===== config.mk =====
export PLATFORM = sky130hd
export DESIGN_NAME = compressedFetch
export DESIGN_NICKNAME = d
export VERILOG_FILES = /design/src/verilog/cvwConfigPkg.sv /design/src/verilog/rvInstrPkg.sv /design/src/verilog/parcelAligner.sv /design/src/verilog/instrQueue.sv /design/src/verilog/decompress.sv /design/src/verilog/decodeStage.sv /design/src/verilog/compressedFetch.sv
export SDC_FILE = /design/constraint.sdc
export NUM_CORES = 1
export LEC_CHECK = 0
export ABC_CLOCK_PERIOD_IN_PS = 5700
export BUFFER_PORTS_ARGS = -buffer_cell sky130_fd_sc_hd__buf_4
export CAP_MARGIN = 20
export CORE_AREA = 2 2 314 316
export DETAILED_ROUTE_END_ITERATION = 10
export DIE_AREA = 0 0 316 318
export MAX_ROUTING_LAYER = met4
export PLACE_DENSITY_LB_ADDON = 0.15
export SLEW_MARGIN = 40
export SYNTH_ARGS = -nofsm -noshare
export SYNTH_HDL_FRONTEND = slang
export SYNTH_SLANG_ARGS = --single-unit

===== constraint.sdc =====
create_clock -name clk -period 5.7 [get_ports clk]
set_input_delay 1.14 -clock clk [delete_from_list [all_inputs] [get_ports clk]]
set_output_delay 1.14 -clock clk [all_outputs]
set_load 0.03 [all_outputs]

===== src/verilog/cvwConfigPkg.sv =====
// Defaults for the standard core; XLEN is 32 or 64 and the queue depth must be at least 4
package cvwConfigPkg;

  // register width
  parameter int DEFAULT_XLEN        = 32;

  // raw instruction entries between aligner and decode
  parameter int DEFAULT_QUEUE_DEPTH = 8;

  // compressed extension subsets
  parameter bit DEFAULT_ZCB   = 1'b1;
  parameter bit DEFAULT_ZCD   = 1'b0; // no double FP registers
  parameter bit DEFAULT_ZCF   = 1'b0; // no single FP registers

  // extensions that some Zcb forms depend on
  parameter bit DEFAULT_ZBB   = 1'b1;
  parameter bit DEFAULT_ZBA   = 1'b1;
  parameter bit DEFAULT_ZMMUL = 1'b1;

endpackage


===== src/verilog/rvInstrPkg.sv =====
// Instruction level types shared by fetch and decode; PCs are 32 bits even on RV64
package rvInstrPkg;

  // major opcodes, bits 6:0 of a 32-bit instruction
  typedef enum logic [6:0] {
    opLoad    = 7'b0000011,
    opLoadFp  = 7'b0000111,
    opOpImm   = 7'b0010011,
    opOpImm32 = 7'b0011011,
    opStore   = 7'b0100011,
    opStoreFp = 7'b0100111,
    opOp      = 7'b0110011,
    opOp32    = 7'b0111011,
    opLui     = 7'b0110111,
    opBranch  = 7'b1100011,
    opJalr    = 7'b1100111,
    opJal     = 7'b1101111,
    opSystem  = 7'b1110011
  } opcodeT;

  typedef struct packed {
    logic [31:0] raw; // compressed forms sit in the low half
    logic [31:0] pc;
  } queueEntryT;

  typedef struct packed {
    logic [31:0] instr; // expanded 32-bit form
    logic [31:0] pc;
    logic        illegal;
    logic        compressed;
  } decodedT;

endpackage


===== src/verilog/parcelAligner.sv =====
// Fetch words must be sequential and word aligned from PC 0; no redirect or flush support
`timescale 1ns/1ps

module parcelAligner (
  input  logic                   clk,
  input  logic                   rstN,
  input  logic [31:0]            fetchWord,
  input  logic                   fetchValid,
  output logic                   stall,
  output rvInstrPkg::queueEntryT entry,
  output logic                   push,
  input  logic                   almostFull
);

  typedef enum logic [1:0] {alignEmpty, alignHalf, alignFull} alignStateT;

  alignStateT       state, stateNext;
  logic [2:0][15:0] parcels;   // oldest halfword in slot 0
  logic [2:0][15:0] view, viewShift;
  logic [1:0]       parcelCnt, availCnt, remainCnt, shiftBy;
  logic [31:0]      pc;
  logic             accept, isComp, complete, emit;

  // a whole instruction already waiting blocks the next word
  assign stall  = (state == alignFull);
  assign accept = fetchValid && !stall && !almostFull;

  //////////////////////////////////////////////////
  // parcels visible this cycle, buffer then new word
  always_comb begin
    view     = parcels;
    availCnt = parcelCnt;
    if (accept) begin
      if (parcelCnt == 2'd0) begin
        view[0] = fetchWord[15:0];
        view[1] = fetchWord[31:16];
      end else begin
        view[1] = fetchWord[15:0]; // completes a 32-bit low half
        view[2] = fetchWord[31:16];
      end
      availCnt = parcelCnt + 2'd2;
    end
  end

  assign isComp   = (view[0][1:0] != 2'b11);
  assign complete = (availCnt != 2'd0) && (isComp || availCnt >= 2'd2);
  assign emit     = complete && !almostFull; // queue has no room to spare
  assign shiftBy  = emit ? (isComp ? 2'd1 : 2'd2) : 2'd0;

  assign viewShift = view >> (16 * shiftBy);
  assign remainCnt = availCnt - shiftBy;

  always_comb begin
    if (remainCnt == 2'd0) stateNext = alignEmpty;
    else if (remainCnt == 2'd1 && viewShift[0][1:0] == 2'b11) stateNext = alignHalf;
    else stateNext = alignFull;
  end

  always_ff @(posedge clk) begin
    if (!rstN) begin
      state     <= alignEmpty;
      parcelCnt <= 2'd0;
      pc        <= 32'd0;
      push      <= 1'b0;
    end else begin
      state     <= stateNext;
      parcelCnt <= remainCnt;
      push      <= emit;
      if (emit) pc <= pc + (isComp ? 32'd2 : 32'd4);
    end
  end

  always_ff @(posedge clk) begin
    parcels <= viewShift;
    if (emit) begin
      entry.raw <= isComp ? {16'h0000, view[0]} : {view[1], view[0]};
      entry.pc  <= pc;
    end
  end

endmodule


===== src/verilog/instrQueue.sv =====
// queueDepth must be at least 4; almostFull leaves room for the one entry still in flight
`timescale 1ns/1ps

module instrQueue #(
  parameter int queueDepth = 8
) (
  input  logic                   clk,
  input  logic                   rstN,
  input  rvInstrPkg::queueEntryT entry,
  input  logic                   push,
  input  logic                   pop,
  output rvInstrPkg::queueEntryT head,
  output logic                   empty,
  output logic                   almostFull
);
  import rvInstrPkg::*;

  localparam int ptrW = $clog2(queueDepth);
  localparam int cntW = $clog2(queueDepth + 1);

  queueEntryT      mem [queueDepth];
  logic [ptrW-1:0] wrPtr, rdPtr;
  logic [cntW-1:0] count;
  logic            doPop;

  assign empty      = (count == '0);
  assign almostFull = (count >= cntW'(queueDepth - 2));
  assign head       = mem[rdPtr];

  assign doPop  = pop && !empty;

  always_ff @(posedge clk) begin
    if (!rstN) begin
      wrPtr <= '0;
      rdPtr <= '0;
      count <= '0;
    end else begin
      if (push) wrPtr <= (wrPtr == ptrW'(queueDepth - 1)) ? '0 : wrPtr + 1'b1;
      if (doPop) rdPtr <= (rdPtr == ptrW'(queueDepth - 1)) ? '0 : rdPtr + 1'b1;
      if (push && !doPop) count <= count + 1'b1;
      else if (doPop && !push) count <= count - 1'b1;
    end
  end

  always_ff @(posedge clk) begin
    if (push) mem[wrPtr] <= entry;
  end

endmodule


===== src/verilog/decompress.sv =====
// RV32/RV64 C and Zcb only; RV128 forms and the reserved-immediate checks are not decoded
`timescale 1ns/1ps

module decompress #(
  parameter int xlen           = 32,
  parameter bit zcbSupported   = 1'b1,
  parameter bit zcdSupported   = 1'b0,
  parameter bit zcfSupported   = 1'b0,
  parameter bit zbbSupported   = 1'b1,
  parameter bit zbaSupported   = 1'b1,
  parameter bit zmmulSupported = 1'b1
) (
  input  logic [31:0] instrRaw,
  output logic [31:0] instr,
  output logic        illegalComp
);
  import rvInstrPkg::*;

  localparam bit          rv64     = (xlen > 32);
  localparam logic [31:0] nopInstr = {25'b0, opOpImm}; // addi x0, x0, 0

  logic [15:0] c;
  logic [4:0]  sel, rd, rs2, rs1c, rs2c;
  logic [11:0] imm4spn, immW, immD, lwSp, ldSp, swSp, sdSp, immCi, imm16sp;
  logic [19:0] immJ, immLui;
  logic [6:0]  brHi;
  logic [4:0]  brLo;
  logic [5:0]  shamt;
  logic [32:0] res, alu; // bit 32 set when legal

  assign c    = instrRaw[15:0];
  assign sel  = {c[1:0], c[15:13]}; // quadrant and funct3
  assign rd   = c[11:7];
  assign rs2  = c[6:2];
  assign rs1c = {2'b01, c[9:7]}; // x8 to x15
  assign rs2c = {2'b01, c[4:2]};

  //////////////////////////////////////////////////
  // immediates per compressed format
  assign imm4spn = {2'b00, c[10:7], c[12:11], c[5], c[6], 2'b00};
  assign immW    = {5'b0, c[5], c[12:10], c[6], 2'b00};
  assign immD    = {4'b0, c[6:5], c[12:10], 3'b000};
  assign lwSp    = {4'b0, c[3:2], c[12], c[6:4], 2'b00};
  assign ldSp    = {3'b0, c[4:2], c[12], c[6:5], 3'b000};
  assign swSp    = {4'b0, c[8:7], c[12:9], 2'b00};
  assign sdSp    = {3'b0, c[9:7], c[12:10], 3'b000};
  assign immCi   = {{7{c[12]}}, c[6:2]};
  assign imm16sp = {{3{c[12]}}, c[4:3], c[5], c[2], c[6], 4'b0000};
  assign immLui  = {{15{c[12]}}, c[6:2]};
  assign immJ    = {c[12], c[8], c[10:9], c[6], c[7], c[2], c[11], c[5:3], {9{c[12]}}};
  assign brHi    = {{4{c[12]}}, c[6:5], c[2]};
  assign brLo    = {c[11:10], c[4:3], c[12]};
  assign shamt   = {c[12], c[6:2]};

  // quadrant 1 register forms with bits 11:10 set
  always_comb begin
    alu = {1'b0, 16'h0000, c};
    case ({c[12], c[6:5]})
      3'b000: alu = {1'b1, 7'b0100000, rs2c, rs1c, 3'b000, rs1c, opOp}; // c.sub
      3'b001: alu = {1'b1, 7'b0000000, rs2c, rs1c, 3'b100, rs1c, opOp}; // c.xor
      3'b010: alu = {1'b1, 7'b0000000, rs2c, rs1c, 3'b110, rs1c, opOp}; // c.or
      3'b011: alu = {1'b1, 7'b0000000, rs2c, rs1c, 3'b111, rs1c, opOp}; // c.and
      3'b100: if (rv64) alu = {1'b1, 7'b0100000, rs2c, rs1c, 3'b000, rs1c, opOp32}; // c.subw
      3'b101: if (rv64) alu = {1'b1, 7'b0000000, rs2c, rs1c, 3'b000, rs1c, opOp32}; // c.addw
      3'b110: // c.mul
        if (zcbSupported && zmmulSupported)
          alu = {1'b1, 7'b0000001, rs2c, rs1c, 3'b000, rs1c, opOp};
      default: if (zcbSupported) begin // Zcb unary ops
        case (c[4:2])
          3'b000: alu = {1'b1, 12'h0ff, rs1c, 3'b111, rs1c, opOpImm}; // c.zext.b
          3'b001: if (zbbSupported) alu = {1'b1, 12'h604, rs1c, 3'b001, rs1c, opOpImm}; // c.sext.b
          3'b010: if (zbbSupported) alu = {1'b1, 12'h080, rs1c, 3'b100, rs1c, rv64 ? opOp32 : opOp};
          3'b011: if (zbbSupported) alu = {1'b1, 12'h605, rs1c, 3'b001, rs1c, opOpImm}; // c.sext.h
          3'b100: if (zbaSupported && rv64) alu = {1'b1, 12'h080, rs1c, 3'b000, rs1c, opOp32};
          3'b101: alu = {1'b1, 12'hfff, rs1c, 3'b100, rs1c, opOpImm}; // c.not
          default: ;
        endcase
      end
    endcase
  end

  always_comb begin
    res = {1'b0, 16'h0000, c}; // raw halfword unless an encoding below matches
    if (c[1:0] == 2'b11) begin
      res = {1'b1, instrRaw};
    end else begin
      case (sel)
        5'b00000: // c.addi4spn
          if (imm4spn != '0) res = {1'b1, imm4spn, 5'd2, 3'b000, rs2c, opOpImm};
        5'b00001: if (zcdSupported) res = {1'b1, immD, rs1c, 3'b011, rs2c, opLoadFp}; // c.fld
        5'b00010: res = {1'b1, immW, rs1c, 3'b010, rs2c, opLoad}; // c.lw
        5'b00011: // c.ld on rv64, c.flw on rv32
          if (rv64) res = {1'b1, immD, rs1c, 3'b011, rs2c, opLoad};
          else if (zcfSupported) res = {1'b1, immW, rs1c, 3'b010, rs2c, opLoadFp};
        5'b00100: if (zcbSupported) begin // byte and half loads, stores
          case (c[12:10])
            3'b000: res = {1'b1, 10'b0, c[5], c[6], rs1c, 3'b100, rs2c, opLoad}; // c.lbu
            3'b001: res = {1'b1, 10'b0, c[5], 1'b0, rs1c, c[6] ? 3'b001 : 3'b101, rs2c, opLoad};
            3'b010: res = {1'b1, 7'b0, rs2c, rs1c, 3'b000, 3'b000, c[5], c[6], opStore}; // c.sb
            3'b011: if (!c[6]) res = {1'b1, 7'b0, rs2c, rs1c, 3'b001, 3'b000, c[5], 1'b0, opStore};
            default: ;
          endcase
        end
        5'b00101: // c.fsd
          if (zcdSupported) res = {1'b1, immD[11:5], rs2c, rs1c, 3'b011, immD[4:0], opStoreFp};
        5'b00110: res = {1'b1, immW[11:5], rs2c, rs1c, 3'b010, immW[4:0], opStore}; // c.sw
        5'b00111: // c.sd on rv64, c.fsw on rv32
          if (rv64) res = {1'b1, immD[11:5], rs2c, rs1c, 3'b011, immD[4:0], opStore};
          else if (zcfSupported)
            res = {1'b1, immW[11:5], rs2c, rs1c, 3'b010, immW[4:0], opStoreFp};
        5'b01000: // c.addi, zero forms are hints
          if (rd != 5'd0 && immCi[5:0] != 6'd0) res = {1'b1, immCi, rd, 3'b000, rd, opOpImm};
          else res = {1'b1, nopInstr};
        5'b01001: // c.jal on rv32, c.addiw on rv64
          if (!rv64) res = {1'b1, immJ, 5'd1, opJal};
          else if (rd != 5'd0) res = {1'b1, immCi, rd, 3'b000, rd, opOpImm32};
        5'b01010: // c.li
          if (rd != 5'd0) res = {1'b1, immCi, 5'd0, 3'b000, rd, opOpImm};
          else res = {1'b1, nopInstr};
        5'b01011: // c.addi16sp, c.lui
          if (rd == 5'd2) res = {1'b1, imm16sp, rd, 3'b000, rd, opOpImm};
          else if (rd != 5'd0) res = {1'b1, immLui, rd, opLui};
          else if (immLui[5:0] != 6'd0) res = {1'b1, nopInstr};
        5'b01100:
          case (c[11:10])
            2'b00: // c.srli
              if (rv64 || !shamt[5]) res = {1'b1, 6'b000000, shamt, rs1c, 3'b101, rs1c, opOpImm};
            2'b01: // c.srai
              if (rv64 || !shamt[5]) res = {1'b1, 6'b010000, shamt, rs1c, 3'b101, rs1c, opOpImm};
            2'b10: res = {1'b1, immCi, rs1c, 3'b111, rs1c, opOpImm}; // c.andi
            default: res = alu;
          endcase
        5'b01101: res = {1'b1, immJ, 5'd0, opJal}; // c.j
        5'b01110: res = {1'b1, brHi, 5'd0, rs1c, 3'b000, brLo, opBranch}; // c.beqz
        5'b01111: res = {1'b1, brHi, 5'd0, rs1c, 3'b001, brLo, opBranch}; // c.bnez
        5'b10000: // c.slli
          if (rd == 5'd0) res = {1'b1, nopInstr};
          else if (rv64 || !shamt[5]) res = {1'b1, 6'b0, shamt, rd, 3'b001, rd, opOpImm};
        5'b10001: if (zcdSupported) res = {1'b1, ldSp, 5'd2, 3'b011, rd, opLoadFp}; // c.fldsp
        5'b10010: if (rd != 5'd0) res = {1'b1, lwSp, 5'd2, 3'b010, rd, opLoad}; // c.lwsp
        5'b10011: // c.ldsp on rv64, c.flwsp on rv32
          if (rv64) begin
            if (rd != 5'd0) res = {1'b1, ldSp, 5'd2, 3'b011, rd, opLoad};
          end else if (zcfSupported) res = {1'b1, lwSp, 5'd2, 3'b010, rd, opLoadFp};
        5'b10100: // c.jr, c.mv, c.ebreak, c.jalr, c.add
          if (rs2 != 5'd0) begin
            if (rd == 5'd0) res = {1'b1, nopInstr};
            else res = {1'b1, 7'b0, rs2, c[12] ? rd : 5'd0, 3'b000, rd, opOp};
          end else if (rd != 5'd0) res = {1'b1, 12'd0, rd, 3'b000, 4'd0, c[12], opJalr};
          else if (c[12]) res = {1'b1, 12'd1, 13'd0, opSystem};
        5'b10101: // c.fsdsp
          if (zcdSupported) res = {1'b1, sdSp[11:5], rs2, 5'd2, 3'b011, sdSp[4:0], opStoreFp};
        5'b10110: res = {1'b1, swSp[11:5], rs2, 5'd2, 3'b010, swSp[4:0], opStore}; // c.swsp
        5'b10111: // c.sdsp on rv64, c.fswsp on rv32
          if (rv64) res = {1'b1, sdSp[11:5], rs2, 5'd2, 3'b011, sdSp[4:0], opStore};
          else if (zcfSupported)
            res = {1'b1, swSp[11:5], rs2, 5'd2, 3'b010, swSp[4:0], opStoreFp};
        default: ;
      endcase
    end
  end

  assign instr       = res[31:0];
  assign illegalComp = ~res[32];

endmodule


===== src/verilog/decodeStage.sv =====
// One instruction per cycle; a result held by decodeStall is presented again once it drops
`timescale 1ns/1ps

module decodeStage #(
  parameter int xlen           = 32,
  parameter bit zcbSupported   = 1'b1,
  parameter bit zcdSupported   = 1'b0,
  parameter bit zcfSupported   = 1'b0,
  parameter bit zbbSupported   = 1'b1,
  parameter bit zbaSupported   = 1'b1,
  parameter bit zmmulSupported = 1'b1
) (
  input  logic                   clk,
  input  logic                   rstN,
  input  rvInstrPkg::queueEntryT head,
  input  logic                   empty,
  input  logic                   decodeStall,
  output logic                   pop,
  output rvInstrPkg::decodedT    decoded,
  output logic                   decodedValid
);

  logic [31:0] expanded;
  logic        illegal;
  logic        validQ; // output register holds a result

  decompress #(
    .xlen(xlen), .zcbSupported(zcbSupported), .zcdSupported(zcdSupported),
    .zcfSupported(zcfSupported), .zbbSupported(zbbSupported),
    .zbaSupported(zbaSupported), .zmmulSupported(zmmulSupported)
  ) decompress_i (
    .instrRaw(head.raw),
    .instr(expanded),
    .illegalComp(illegal)
  );

  assign pop          = !empty && !decodeStall;
  assign decodedValid = validQ && !decodeStall;

  always_ff @(posedge clk) begin
    if (!rstN) validQ <= 1'b0;
    else if (!decodeStall) validQ <= !empty; // frozen while stalled
  end

  always_ff @(posedge clk) begin
    if (pop) begin
      decoded.instr      <= expanded;
      decoded.pc         <= head.pc;
      decoded.illegal    <= illegal;
      decoded.compressed <= (head.raw[1:0] != 2'b11);
    end
  end

endmodule


===== src/verilog/compressedFetch.sv =====
// No branch redirect; fetch starts word aligned at PC 0 and fetchValid holds while fetchStall is high
`timescale 1ns/1ps

module compressedFetch #(
  parameter int xlen           = cvwConfigPkg::DEFAULT_XLEN,
  parameter int queueDepth     = cvwConfigPkg::DEFAULT_QUEUE_DEPTH,
  parameter bit zcbSupported   = cvwConfigPkg::DEFAULT_ZCB,
  parameter bit zcdSupported   = cvwConfigPkg::DEFAULT_ZCD,
  parameter bit zcfSupported   = cvwConfigPkg::DEFAULT_ZCF,
  parameter bit zbbSupported   = cvwConfigPkg::DEFAULT_ZBB,
  parameter bit zbaSupported   = cvwConfigPkg::DEFAULT_ZBA,
  parameter bit zmmulSupported = cvwConfigPkg::DEFAULT_ZMMUL
) (
  input  logic                clk,
  input  logic                rstN,
  input  logic [31:0]         fetchWord,
  input  logic                fetchValid,
  input  logic                decodeStall,
  output logic                fetchStall,
  output rvInstrPkg::decodedT decoded,
  output logic                decodedValid
);
  import rvInstrPkg::*;

  queueEntryT entry, head;
  logic       alignStall, push, pop, empty, almostFull;

  assign fetchStall = alignStall || almostFull; // aligner busy or queue nearly full

  parcelAligner parcelAligner_i (
    .clk, .rstN, .fetchWord, .fetchValid, .stall(alignStall),
    .entry, .push, .almostFull
  );

  instrQueue #(.queueDepth(queueDepth)) instrQueue_i (
    .clk, .rstN, .entry, .push, .pop, .head, .empty, .almostFull
  );

  decodeStage #(
    .xlen(xlen), .zcbSupported(zcbSupported), .zcdSupported(zcdSupported),
    .zcfSupported(zcfSupported), .zbbSupported(zbbSupported),
    .zbaSupported(zbaSupported), .zmmulSupported(zmmulSupported)
  ) decodeStage_i (
    .clk, .rstN, .head, .empty, .decodeStall, .pop, .decoded, .decodedValid
  );

endmodule


==> reports/metrics.cfg <==
[route]
drcViolationCount = 0
vias = 17500
vias_per_cell = 5.17
drtIter0Drc = 1295
routed_wl_um = 87300
route.detailed.wl_per_inst_um = 25.8
ant_nets = 0
drt_first_pass_iters = 5

[pwr]
cellPowerDensity_nw_per_um2 = 548
p_seq_share_pct = 42.9
combPwrFrac_pct = 30.7
peakVddDrop_v = 0.000310
p_int_mw = 12.4
clockPowerShare_pct = 26.4
switching_share_pct = 35.5
p_leak_nw = 11.9
switchingPower_mw = 6.83
p_total_mw = 19.3

[sta]
worst_pin_slew_ps = 893
drv_slew = 0
tns_ps = 0
fin_ws_ps = 1480
rsz0062_at_grt = no
fin_crit_ps = 4220
max_clock_freq_mhz = 237
fin_crit_sh_pct = 74.0
fin_skew_ps = 30.3
relSlewSlack_pct = 40.2
hold_viol_final = 0
setup_viol = 0
worst_hold_slack_ps = 475

[final_layout]
mostFrequentLayoutCells = 632 x edfxtp_1, 212 x nand2_1, 165 x buf_4
fin_nets = 2081
n_antenna_cell = 0
final_common_cell = edfxtp_1
drive_above_1_share_pct = 23.9
syn_to_final_growth_pct = 17.7
utilization_pct = 36.1
fillers = 9168

[clock_tree]
clk_path_buf_depth = 3
clk_pin_slew_worst_paths_ps = 60
htree_num_levels = 3
post-cts-setup-buffer-count = 0
cts_buffers = 81
clockRootBuffer = clkbuf_16
cts_tree = yes
post_cts_resized = 0
insertion_delay_ps = 650
cts.sinks = 730
cts-hold-fix-buffers = 0

[worst_setup_path]
crit_type = register to register
cp_data_arrival_time_ps = 4560
worst_setup_path_start_kind = register
crit_path_max_fanout = 34
cp.required_ps = 6040
critPathCaptureType = register

[floorplan]
initial_utilization_pct = 30.7
coreArea_um2 = 97400
die_w_um = 316
rows = 115
ios = 104
die_area_um2 = 100000
fp.dieH_um = 318

[grt]
grt_pass1_wl_um = 128000
grt_usage_pct = 17.9
overflow = 0
grt_max_degree = 64
grt_pass1_vias = 18200
antenna_found_initial = 0

[synth]
yosys_register_bits = 730
synth-edff-count = 632
syn-instance-count = 1872
async_flop_share_pct = 0
seq_area_frac_synth_pct = 70.1
synthFlopType = edfxtp_1
synth_nets = 1920
synthDistinctLibCells = 74
ys_warn_count = 0
syn_area_per_cell_um2 = 16.0
synth_top_area_cell = edfxtp_1
synth_top_cell_area_share_pct = 63.5
synthTopCellsByArea = edfxtp_1 63%, mux4_2 9.5%, dfxtp_1 6.6%
synthesis.area_um2 = 29900

[hold_path]
hp-class = register to register

[placement]
hpwl_um = 54700
gp_congestion = 0.981
port_buffers = 102
preCtsSetupSlack_ps = 1530

[run_status]
status = finished, final reports clean

[job]
maxCapViolCount = 0

-- registers in the layout, summed over array words and instances (netlist names), 3 cells and up, named ones only --
register	flops
parcelAligner_i.entry	63
parcelAligner_i.parcels	48
instrQueue_i.wrPtr	3
instrQueue_i.rdPtr	3
instrQueue_i.mem	504
decodeStage_i.decoded	65
parcelAligner_i.pc	31
instrQueue_i.count	4
-- path summary, 6_finish.rpt --
kind                                      from                                   to  slack, ps  cells after the start
max reg2reg                           register  decodeStage_i.decoded[51]$_DFFE_PP_       1480                     10
min reg2reg  decodeStage_i.validQ$_SDFFE_PN0N_    decodeStage_i.validQ$_SDFFE_PN0N_        480                      2
max                                   register  decodeStage_i.decoded[51]$_DFFE_PP_       1480                     10
min          decodeStage_i.validQ$_SDFFE_PN0N_    decodeStage_i.validQ$_SDFFE_PN0N_        480                      2
-- Yosys cell counts (11+ instances only) --
master,n
o31ai_1,23
nand3_1,40
edfxtp_1,632
mux2_2,38
nor2b_1,11
nand4_1,17
mux2i_1,65
buf_1,12
nor4_1,14
buf_2,19
o21ai_0,37
a21oi_1,52
inv_1,17
nor2_1,98
dfxtp_1,98
and2_1,47
nor3_1,31
clkbuf_1,54
xnor2_1,20
mux4_2,126
nand2_1,213
o211ai_1,24
a31oi_1,16
-- per-layer routing --
layer  track usage, %  up-vias  share of wire, %
li1                 -     7679                 -
met1             23.8     9091                45
met2             27.6      582                47
met3             2.92      167               5.0
met4             6.30        0               3.3
met5                -        -                 0
-- cells by family (layout without fill, tap and decap cells) --
| family | count (synthesis) | in the layout | synth area share (%) |
|---|---|---|---|
| DFF | 730 | 730 | 70.1 |
| adders and majority gates | 12 | 12 | 0.553 |
| and+or+nand+nor | 522 | 522 | 8.40 |
| buffers and inverters | 116 | 344 | 1.77 |
| other | 1 | 1 | 0.0125 |
| muxes | 230 | 230 | 13.2 |
| xor gates and xnor gates | 30 | 30 | 0.879 |
| AOI/OAI and AO/OA | 231 | 231 | 5.17 |
-- worst max-delay path, cell delays in order, from the launching register on --
cell and delay (ps):
dfxtp_4 650, buf_12 280, buf_4 350, mux4_2 290
mux2i_2 70, buf_4 260, nor2_1 700, nand4b_1 370
o221ai_1 200, nor4_1 430, o221ai_1 250
-- power by group through the flow --
stage          sequential [mW]  clock, mW  combinational [mW]
3_5_place_dp              8.40          0                5.93
6_report                  8.26       5.07                5.92
4_1_cts                   8.30       5.23                5.95
3_3_place_gp              8.35          0                5.93
5_1_grt                   8.41       5.45                6.37
2_1_floorplan             8.47          0                3.38
-- final cells by class --
type	count	area [µm²]	share of cell area, %
tap	1287	1610	4.58
multi-input combinational	1026	8510	24.2
sequential	730	20900	59.6
inverter	20	85.1	0.242
clock buffer	106	2180	6.21
clock inverter	44	398	1.13
timing repair buffer	174	1430	4.07
-- metrics by stage --
| stage | area (µm²) | cells |
|---|---|---|
| floorplan | 29900 | 1872 |
| global placement | 32400 | 3231 |
| detailed placement | 32600 | 3237 |
| CTS | 35200 | 3387 |
| global route | 35200 | 3387 |
| finish | 35200 | 3387 |
Note: power is estimated with default switching activity, not from simulation.
